==> src/verilog/ps2_kbd_defs.svh <==
`ifndef PS2_KBD_DEFS_SVH
`define PS2_KBD_DEFS_SVH

// Set 2 scan codes
`define SC_BREAK        8'hF0

// Player 1 keys
`define SC_E            8'h24
`define SC_W            8'h1D
`define SC_A            8'h1C
`define SC_S            8'h1B
`define SC_D            8'h23

// Player 2 keys, numeric keypad
`define SC_KP7          8'h6C
`define SC_KP8          8'h75
`define SC_KP4          8'h6B
`define SC_KP5          8'h73
`define SC_KP6          8'h74

// Register map, addresses 0 to 9 are single keys
`define ADDR_KEY_LAST   4'd9
`define ADDR_P1         4'd10
`define ADDR_P2         4'd11
`define ADDR_ALL        4'd12
`define ADDR_STATUS     4'd13

// Host bus widths
`define ADDR_W          4
`define DATA_W          16

`endif

==> src/verilog/ps2_pkg.sv <==
package ps2_pkg;

        // Data bits carried by one PS/2 frame
        localparam int DATA_BITS = 8;

        typedef logic [DATA_BITS-1:0] scan_code_t;

        typedef logic [$clog2(DATA_BITS)-1:0] bit_cnt_t;

        // Receiver phase, the start bit is taken in IDLE
        typedef enum logic [1:0] {
                IDLE   = 2'd0,
                DATA   = 2'd1,
                PARITY = 2'd2,
                STOP   = 2'd3
        } rx_state_t;

endpackage

==> src/verilog/key_pkg.sv <==
package key_pkg;

        localparam int NUM_KEYS = 10;

        // Flat bit positions of the tracked keys
        typedef enum logic [3:0] {
                KEY_E   = 4'd0,
                KEY_W   = 4'd1,
                KEY_A   = 4'd2,
                KEY_S   = 4'd3,
                KEY_D   = 4'd4,
                KEY_KP7 = 4'd5,
                KEY_KP8 = 4'd6,
                KEY_KP4 = 4'd7,
                KEY_KP5 = 4'd8,
                KEY_KP6 = 4'd9
        } key_idx_t;

        // Declared MSB first so that fire lands on the lowest flat index
        typedef struct packed {
                logic right;
                logic down;
                logic left;
                logic up;
                logic fire;
        } player_keys_t;

        typedef union packed {
                logic [NUM_KEYS-1:0] flat;
                struct packed {
                        player_keys_t p2;
                        player_keys_t p1;
                } players;
        } key_state_u;

endpackage

==> src/verilog/ps2_rx.sv <==
module ps2_rx (
        input  logic                clk,
        input  logic                rst,
        input  logic                ps2_clk,
        input  logic                ps2_data,
        output ps2_pkg::scan_code_t code,
        output logic                code_valid,
        output logic                frame_err
);

        // Longest gap between two PS/2 clock edges inside a frame
        localparam logic [9:0] TIMEOUT = 10'd1023;

        logic [1:0]          clk_sync;
        logic [1:0]          data_sync;
        logic                clk_prev;
        logic                fall;
        logic                bit_in;
        ps2_pkg::rx_state_t  state;
        ps2_pkg::bit_cnt_t   bit_cnt;
        ps2_pkg::scan_code_t shift;
        logic                start_ok;
        logic                parity_bit;
        logic                stop_ok;
        logic                frame_done;
        logic [9:0]          idle_cnt;
        logic                frame_ok;

        // Both lines idle high, so reset them high to avoid a false edge
        always_ff @(posedge clk) begin
                if (rst) begin
                        clk_sync  <= 2'b11;
                        data_sync <= 2'b11;
                        clk_prev  <= 1'b1;
                        fall      <= 1'b0;
                end else begin
                        clk_sync  <= {clk_sync[0], ps2_clk};
                        data_sync <= {data_sync[0], ps2_data};
                        clk_prev  <= clk_sync[1];
                        fall      <= clk_prev & ~clk_sync[1];
                end
        end

        // Data bit as seen together with the falling edge
        always_ff @(posedge clk) begin
                bit_in <= data_sync[1];
        end

        always_ff @(posedge clk) begin
                if (rst) begin
                        state      <= ps2_pkg::IDLE;
                        bit_cnt    <= '0;
                        idle_cnt   <= '0;
                        frame_done <= 1'b0;
                end else begin
                        frame_done <= 1'b0;
                        if (fall || state == ps2_pkg::IDLE) begin
                                idle_cnt <= '0;
                        end else if (idle_cnt != TIMEOUT) begin
                                idle_cnt <= idle_cnt + 1'b1;
                        end

                        if (fall) begin
                                case (state)
                                        ps2_pkg::IDLE: begin
                                                state   <= ps2_pkg::DATA;
                                                bit_cnt <= '0;
                                        end
                                        ps2_pkg::DATA: begin
                                                bit_cnt <= bit_cnt + 1'b1;
                                                if (bit_cnt == ps2_pkg::bit_cnt_t'(ps2_pkg::DATA_BITS - 1)) begin
                                                        state <= ps2_pkg::PARITY;
                                                end
                                        end
                                        ps2_pkg::PARITY: begin
                                                state <= ps2_pkg::STOP;
                                        end
                                        ps2_pkg::STOP: begin
                                                state      <= ps2_pkg::IDLE;
                                                frame_done <= 1'b1;
                                        end
                                endcase
                        end else if (idle_cnt == TIMEOUT) begin
                                // Half frame, give up and wait for a new start bit
                                state <= ps2_pkg::IDLE;
                        end
                end
        end

        // LSB first, so each new bit enters at the top
        always_ff @(posedge clk) begin
                if (fall) begin
                        case (state)
                                ps2_pkg::IDLE:   start_ok   <= ~bit_in;
                                ps2_pkg::DATA:   shift      <= {bit_in, shift[7:1]};
                                ps2_pkg::PARITY: parity_bit <= bit_in;
                                ps2_pkg::STOP:   stop_ok    <= bit_in;
                        endcase
                end
        end

        // Odd parity over data and parity bit
        assign frame_ok = start_ok & stop_ok & (^{parity_bit, shift});

        always_ff @(posedge clk) begin
                if (rst) begin
                        code_valid <= 1'b0;
                        frame_err  <= 1'b0;
                end else begin
                        code_valid <= frame_done & frame_ok;
                        frame_err  <= frame_done & ~frame_ok;
                end
        end

        // Shift register is quiet until the next frame starts
        assign code = shift;

endmodule

==> src/verilog/scan_tracker.sv <==
`include "ps2_kbd_defs.svh"

module scan_tracker (
        input  logic                clk,
        input  logic                rst,
        input  ps2_pkg::scan_code_t code,
        input  logic                code_valid,
        output key_pkg::key_state_u keys,
        output ps2_pkg::scan_code_t last_code
);

        logic              break_flag;
        logic              is_break;
        logic              key_hit;
        key_pkg::key_idx_t key_idx;

        assign is_break = (code == `SC_BREAK);

        // Scan code to key position
        always_comb begin
                key_hit = 1'b1;
                key_idx = key_pkg::KEY_E;
                case (code)
                        `SC_E: begin
                                key_idx = key_pkg::KEY_E;
                        end
                        `SC_W: begin
                                key_idx = key_pkg::KEY_W;
                        end
                        `SC_A: begin
                                key_idx = key_pkg::KEY_A;
                        end
                        `SC_S: begin
                                key_idx = key_pkg::KEY_S;
                        end
                        `SC_D: begin
                                key_idx = key_pkg::KEY_D;
                        end
                        `SC_KP7: begin
                                key_idx = key_pkg::KEY_KP7;
                        end
                        `SC_KP8: begin
                                key_idx = key_pkg::KEY_KP8;
                        end
                        `SC_KP4: begin
                                key_idx = key_pkg::KEY_KP4;
                        end
                        `SC_KP5: begin
                                key_idx = key_pkg::KEY_KP5;
                        end
                        `SC_KP6: begin
                                key_idx = key_pkg::KEY_KP6;
                        end
                        default: begin
                                key_hit = 1'b0;
                        end
                endcase
        end

        always_ff @(posedge clk) begin
                if (rst) begin
                        keys.flat  <= '0;
                        break_flag <= 1'b0;
                        last_code  <= '0;
                end else if (code_valid) begin
                        last_code <= code;
                        if (is_break) begin
                                break_flag <= 1'b1;
                        end else begin
                                // Prefix applies to the very next code only
                                break_flag <= 1'b0;
                                if (key_hit) begin
                                        keys.flat[key_idx] <= ~break_flag;
                                end
                        end
                end
        end

endmodule

==> src/verilog/key_read_port.sv <==
`include "ps2_kbd_defs.svh"

module key_read_port (
        input  logic                clk,
        input  logic                rst,
        input  logic                rd,
        input  logic [`ADDR_W-1:0]  addr,
        input  logic                frame_err,
        input  key_pkg::key_state_u keys,
        input  ps2_pkg::scan_code_t last_code,
        output logic [`DATA_W-1:0]  rdata,
        output logic                rdata_valid
);

        logic [7:0]         err_cnt;
        logic [`DATA_W-1:0] rd_word;

        // Dropped frames, stops at 255
        always_ff @(posedge clk) begin
                if (rst) begin
                        err_cnt <= '0;
                end else if (frame_err && err_cnt != 8'hFF) begin
                        err_cnt <= err_cnt + 1'b1;
                end
        end

        always_comb begin
                rd_word = '0;
                if (addr <= `ADDR_KEY_LAST) begin
                        rd_word[0] = keys.flat[key_pkg::key_idx_t'(addr)];
                end else begin
                        case (addr)
                                `ADDR_P1:     rd_word[4:0] = keys.players.p1;
                                `ADDR_P2:     rd_word[4:0] = keys.players.p2;
                                `ADDR_ALL:    rd_word[key_pkg::NUM_KEYS-1:0] = keys.flat;
                                `ADDR_STATUS: rd_word = {err_cnt, last_code};
                                default:      rd_word = '0;
                        endcase
                end
        end

        always_ff @(posedge clk) begin
                if (rst) begin
                        rdata_valid <= 1'b0;
                end else begin
                        rdata_valid <= rd;
                end
        end

        // Held between reads
        always_ff @(posedge clk) begin
                if (rd) begin
                        rdata <= rd_word;
                end
        end

endmodule

==> src/verilog/ps2_keypad_ctrl.sv <==
`include "ps2_kbd_defs.svh"

module ps2_keypad_ctrl (
        input  logic               clk,
        input  logic               rst,
        input  logic               ps2_clk,
        input  logic               ps2_data,
        input  logic               rd,
        input  logic [`ADDR_W-1:0] addr,
        output logic [`DATA_W-1:0] rdata,
        output logic               rdata_valid
);

        ps2_pkg::scan_code_t code;
        logic                code_valid;
        logic                frame_err;
        key_pkg::key_state_u keys;
        ps2_pkg::scan_code_t last_code;

        ps2_rx i_rx (
                .clk        (clk),
                .rst        (rst),
                .ps2_clk    (ps2_clk),
                .ps2_data   (ps2_data),
                .code       (code),
                .code_valid (code_valid),
                .frame_err  (frame_err)
        );

        scan_tracker i_tracker (
                .clk        (clk),
                .rst        (rst),
                .code       (code),
                .code_valid (code_valid),
                .keys       (keys),
                .last_code  (last_code)
        );

        key_read_port i_read_port (
                .clk         (clk),
                .rst         (rst),
                .rd          (rd),
                .addr        (addr),
                .frame_err   (frame_err),
                .keys        (keys),
                .last_code   (last_code),
                .rdata       (rdata),
                .rdata_valid (rdata_valid)
        );

endmodule

==> config.mk <==
export PLATFORM = sky130hd
export DESIGN_NAME = ps2_keypad_ctrl
export DESIGN_NICKNAME = d
export VERILOG_FILES = /design/src/verilog/ps2_pkg.sv /design/src/verilog/key_pkg.sv /design/src/verilog/ps2_rx.sv /design/src/verilog/scan_tracker.sv /design/src/verilog/key_read_port.sv /design/src/verilog/ps2_keypad_ctrl.sv
export VERILOG_INCLUDE_DIRS = /design/src /design/src/verilog
export SDC_FILE = /design/constraint.sdc
export NUM_CORES = 1
export LEC_CHECK = 0
export ABC_CLOCK_PERIOD_IN_PS = 3300
export BUFFER_PORTS_ARGS = -buffer_cell sky130_fd_sc_hd__buf_2
export CAP_MARGIN = 0
export CORE_ASPECT_RATIO = 0.75
export CORE_MARGIN = 1.5
export CORE_UTILIZATION = 55
export DETAILED_ROUTE_END_ITERATION = 12
export GPL_ROUTABILITY_DRIVEN = 0
export PLACE_DENSITY = 0.83
export SYNTH_ARGS = -nofsm -noshare
export SYNTH_HDL_FRONTEND = slang
export SYNTH_HIERARCHICAL = 1
export SYNTH_SLANG_ARGS = --single-unit
==> constraint.sdc <==
create_clock -name clk -period 3.3 [get_ports clk]
set_input_delay 0.165 -clock clk [delete_from_list [all_inputs] [get_ports clk]]
set_output_delay 0.165 -clock clk [all_outputs]
set_load 0.005 [all_outputs]
==> reports/metrics.cfg, run 1 <==
[run_status]
status=finished, violations left
violations=DRC

[placed_design]
hpwlAfterDp_mm=4.66
dp_cells=441
pre_cts_ws_ps=953
port_buffers=25

[clock_network]
root_buffer=clkbuf_8
h-tree-depth=3
clock_path_buffers=2
clk_pin_slew_worst_paths_ps=80
cts_setup_buffers=0
worstSkewPairLatency_ps=350
cts_made_buffers=9
cts_tree=done
cts_sinks=80

[final_layout]
drive_above_1_share_pct=16.7
diodes=0
nNetsFinal=390
syn_to_final_growth_pct=9.22
utilization_pct=63.9
stdcell_count=459

[synthesis]
yosysTopAreaCell=dfxtp_1
ys_top_cells_by_count=53 x dfxtp_1, 35 x nor2_1, 27 x edfxtp_1
synth_most_common_cell=dfxtp_1
ys_top_cells_by_area=dfxtp_1 28%, edfxtp_1 21%, mux2i_1 6.3%, nor2_1 3.5%, ha_1 2.6%
synth_ff_type=dfxtp_1
yosys.area.top_type_share_pct=28.0
syn-num-nets=368
syn_inst=351
synth_seq_cells=80
yosysUniqueCellTypes=66
ys_warn_count=6
synth_area_per_cell_um2=10.8
synth-edff-count=27
synth_area_mm2=0.00379
synth-async-reset-ratio_pct=0
yosysSeqAreaShare_pct=49.4

[setup_path]
path_max_fanout=11
crit_path_top_delay_cell=edfxtp_1
critical_path_buf_inv_count=0
path_cells=or3b_4 > a2111oi_4 > o311ai_2 > or4_1 > a21oi_1
crit_path_start_kind=register
critPathCaptureType=register
cp_data_required_time_ps=3570
max_stage_delay_ps=550
cp_top_family=simple AND/OR/NAND/NOR gates
arrival_ps=2660
crit_type=reg -> reg

[timing]
worst_slack_ps=903
max_freq_mhz=417
max_slew_margin_pct=43.1
fin_crit_sh_pct=72.6
final-setup-viol-count=0
tns_ps=0
fin_crit_ps=2400
tightest_slew_ps=848
holdWs_ps=242
final-max-slew-violation-count=0
skew_ps=6.78
grt_setup_unrepaired=false
hold_viol=0

[power]
p_leak_nw=1.56
ir_drop_mv=0.282
p_per_area_mw_per_mm2=447

[floorplanning]
die_area_mm2=0.00740
coreArea_mm2=0.00647
ios=26
initial_utilization_pct=58.5
die_x_um=98.8
fp.dieH_um=74.9
rows=25

[drt]
drc=2
dr.pass1.iters=10
wl_per_cell_um=14.6
ant_nets=0
drtIter0Drc=255
vias=2700
drt-total-wl_mm=6.70
via_per_inst=5.88

[global_routing]
grt_pass1_wl_mm=11.4
grt_use_total_pct=19.8
overflow=0
grt_antenna_before_repair=0
grt_max_degree=44
first_global_vias=2454

[job]
cap_violations=0

[min_path]
hold_class=in -> reg

-- through the flow --
stage / instance area [um^2] / power [mW]
after floorplan: 3790 / 1.09
after global placement: 3910 / 1.11
after detailed placement: 3910 / 1.11
final: 4140 / 1.85
after global routing: 4140 / 1.91
after CTS: 4140 / 1.87
-- sequential cells by signal, summed over array words and instances, names as in the netlist, 2 cells and up --
| name | count |
|---|---|
| i_read_port/rdata | 16 |
| i_rx/idle_cnt | 10 |
| i_tracker/keys | 10 |
| i_read_port/err_cnt | 8 |
| i_rx/code | 8 |
| i_tracker/last_code | 8 |
| i_rx/bit_cnt | 3 |
| i_rx/clk_sync | 2 |
| i_rx/data_sync | 2 |
| i_rx/state | 2 |
-- final cells by class --
type / instances / area [um^2]
fillers: 509 / 2340
flip-flops and latches: 80 / 1870
multi-input cells: 241 / 1750
repair buffers: 27 / 145
clock buffers: 10 / 128
well taps: 81 / 101
clock inverters: 6 / 82.6
inverters: 14 / 52.6
-- where the power goes --
part	total [mW]	switching, mW	internal [mW]
Clock	0.760	0.338	0.423
Sequential	1.03	0.00452	1.03
Combinational	0.0568	0.0331	0.0238
Total	1.85	0.375	1.47
-- worst reg2reg max path, cell delays in order, from the launching register on --
cell and delay, ps:
edfxtp_1 550, or3b_4 480, a2111oi_4 460, o311ai_2 240
or4_1 450, a21oi_1 140
-- placed cells by master, fill, tap and decap left out, types with 3 or more instances in the layout --
cell      netlist  routed
nand3b_1        3       3
o21ai_0         6       6
xor2_1          7       7
o31ai_1         3       3
o211ai_1        4       4
a21oi_1        12      12
ha_1            8       8
and2_1         10      10
edfxtp_1       27      27
and3_1          4       4
nor3_1         11      11
inv_1          13      13
dfxtp_1        53      53
nor2b_1         4       4
clkbuf_8        0       9
nand2b_1       10      10
nand2_1        13      13
buf_2           2      25
a211oi_1        4       4
a222oi_1        5       5
nor4_1          6       6
nand3_1         9       9
or2_2           7       7
or4_1           3       3
a31oi_1         4       4
nor2_1         35      35
mux2i_1        24      24
xnor2_1         8       8
-- metal layers --
metal	vias to the layer above	track usage (%)	routed length (um)
met3	9	6.69	446
met2	87	31.1	2980
li1	1344	-	-
met1	1260	25.7	3210
met5	-	0	0
met4	0	7.62	70
-- cells by family after synthesis --
group,share of synthesized area [%]
compound gates,11.8
simple gates,20.5
xor+xnor,4.06
fa+ha+maj,2.64
flops,49.4
mux,7.34
buf+inv,4.23
-- what timing repair did --
action | CTS | global route
hold buffers | 2 | 0
gates resized for setup | 0 | 0
hold endpoints to repair | 2 | 0
-- final timing paths --
path / from / to / slack (ps) / cells past startpoint
hold / removal: rd / i_read_port/rdata[7] / 240 / 1
setup reg to reg: i_rx/code[0] / i_tracker/keys[4] / 900 / 5
setup / recovery: i_rx/code[0] / i_tracker/keys[4] / 900 / 5
hold reg to reg: i_rx/data_sync[1] / i_rx/bit_in / 330 / 0
Power figures use the tool's default switching activity.
==> run 2, diff against run 1 <==
- ABC_CLOCK_PERIOD_IN_PS: 3300 -> 2430
- clock period: 3.3 -> 2.43 ns (I/O delays scaled with it)
==> run 2 against run 1 <==
The flow still finishes with violations (DRC). Cell count increased by 0.87%. Non-clock buffer count is 4 higher. Utilization is 0.43 points higher. Count of clock-buffer cells in the layout grew 1.
==> reports/metrics.cfg, run 2 (same netlist as run 1, synthesis figures left out) <==
[run_status]
status=finished, violations left
violations=DRC

[global_routing]
overflow=0
grt_max_degree=44
grt_antenna_before_repair=0
grt_use_total_pct=20.7
grt_pass1_wl_mm=11.9
first_global_vias=2606

[setup_path]
path_cells=buf_4 > nand3b_1 > a211oi_1 > a211oi_1 > a31oi_1 > a311oi_1
r2r-end=i_tracker/keys[8]
cpMostUsedCell=a211oi_1
arrival_ps=2540
critPathLaunch=i_rx/code[2]
crit_path_top_delay_cell=a211oi_1
r2r_cells=6
critical_path_buf_inv_count=1
r2r_start=i_rx/code[2]
crit_path_end=i_tracker/keys[8]
cp_top_family=compound AO/OA/AOI/OAI gates
critPathCaptureType=register
rrSetupSlack_ps=140
path_max_fanout=8
crit_type=reg -> reg
cp_data_required_time_ps=2680
cp.depth=6
max_stage_delay_ps=770
crit_path_start_kind=register

[placed_design]
port_buffers=25
dp_cells=445
placed_area_mm2=0.00394
hpwlAfterDp_mm=4.94
pre_cts_ws_ps=206

[clock_network]
cts_sinks=80
clk_pin_slew_worst_paths_ps=80
cts_made_buffers=9
worstSkewPairLatency_ps=340
h-tree-depth=3
cts_hold_buffers=2
root_buffer=clkbuf_8
clock_path_buffers=2
cts.repair.resized=0
cts_setup_buffers=0
cts_tree=done

[final_layout]
top_regs=i_read_port/rdata x16, i_rx/idle_cnt x10, i_tracker/keys x10
drive_above_1_share_pct=17.8
design_area_mm2=0.00416
diodes=0
stdcell_count=463
nNetsFinal=394
mostFrequentLayoutCells=53 x dfxtp_1, 35 x nor2_1, 27 x edfxtp_1, 25 x buf_2, 24 x mux2i_1
largest_register_ffs=16
mostFrequentLayoutCell=dfxtp_1
syn_to_final_growth_pct=9.95
utilization_pct=64.3
registers.top_by_ff_count=i_read_port/rdata

[timing]
worst_slack_ps=137
skew_ps=7.28
fin_crit_ps=2290
final-setup-viol-count=0
fin_crit_sh_pct=94.4
final-max-slew-violation-count=0
max_freq_mhz=436
hold_viol=0
tns_ps=0
max_slew_margin_pct=39.3
grt_setup_unrepaired=false
holdWs_ps=204
tightest_slew_ps=906

[min_path]
hold_class=in -> reg

[floorplanning]
ios=26
die_x_um=98.8
fp.dieH_um=74.9
die_area_mm2=0.00740
rows=25
coreArea_mm2=0.00647
initial_utilization_pct=58.5

[drt]
via_per_inst=5.93
drc=2
dr.pass1.iters=11
drt-total-wl_mm=6.92
vias=2746
ant_nets=0
drtIter0Drc=301
wl_per_cell_um=14.9

[power]
p_per_area_mw_per_mm2=592
ir_drop_mv=0.373
p_total_mw=2.46
p_leak_nw=1.58

[job]
cap_violations=0

run 2: cell count changes in the layout (fill, tap and decap cells not counted), sizes merged:
cell	change
bufinv	-1
inv	-1
buf	+4
clkinvlp	+1
clkbuf	+1
run 2: worst min path at each step:
stage                            to  slack [ps]  depth (start not counted)     start
4_1_cts        i_read_port/rdata[0]         190                          1        rd
3_5_place_dp       i_rx/clk_sync[0]         310                          2   ps2_clk
2_1_floorplan      i_rx/clk_sync[0]         230                          1   ps2_clk
5_1_grt        i_read_port/rdata[0]         180                          1        rd
6_report       i_read_port/rdata[0]         200                          1        rd
3_3_place_gp      i_rx/data_sync[0]         310                          2  ps2_data
run 2: power by group:
part | leakage (nW) | switching, mW | internal (mW)
sequential | 0.692 | 0.00605 | 1.39
clock | 0.100 | 0.452 | 0.533
combinational | 0.784 | 0.0452 | 0.0324
run 2: layout make-up:
| type | count | area, um^2 |
|---|---|---|
| fill | 523 | 2310 |
| sequential | 80 | 1870 |
| multi-input combinational | 241 | 1750 |
| timing repair buffer | 31 | 175 |
| clock buffer | 11 | 153 |
| tap | 81 | 101 |
| clock inverter | 5 | 55.1 |
| inverter | 14 | 52.6 |
run 2: metal layers:
| metal | GRT usage [%] | wire, um |
|---|---|---|
| met1 | 25.0 | 3010 |
| met2 | 34.9 | 3270 |
| met3 | 7.34 | 563 |
| met4 | 7.46 | 65 |
| met5 | 0 | 0 |
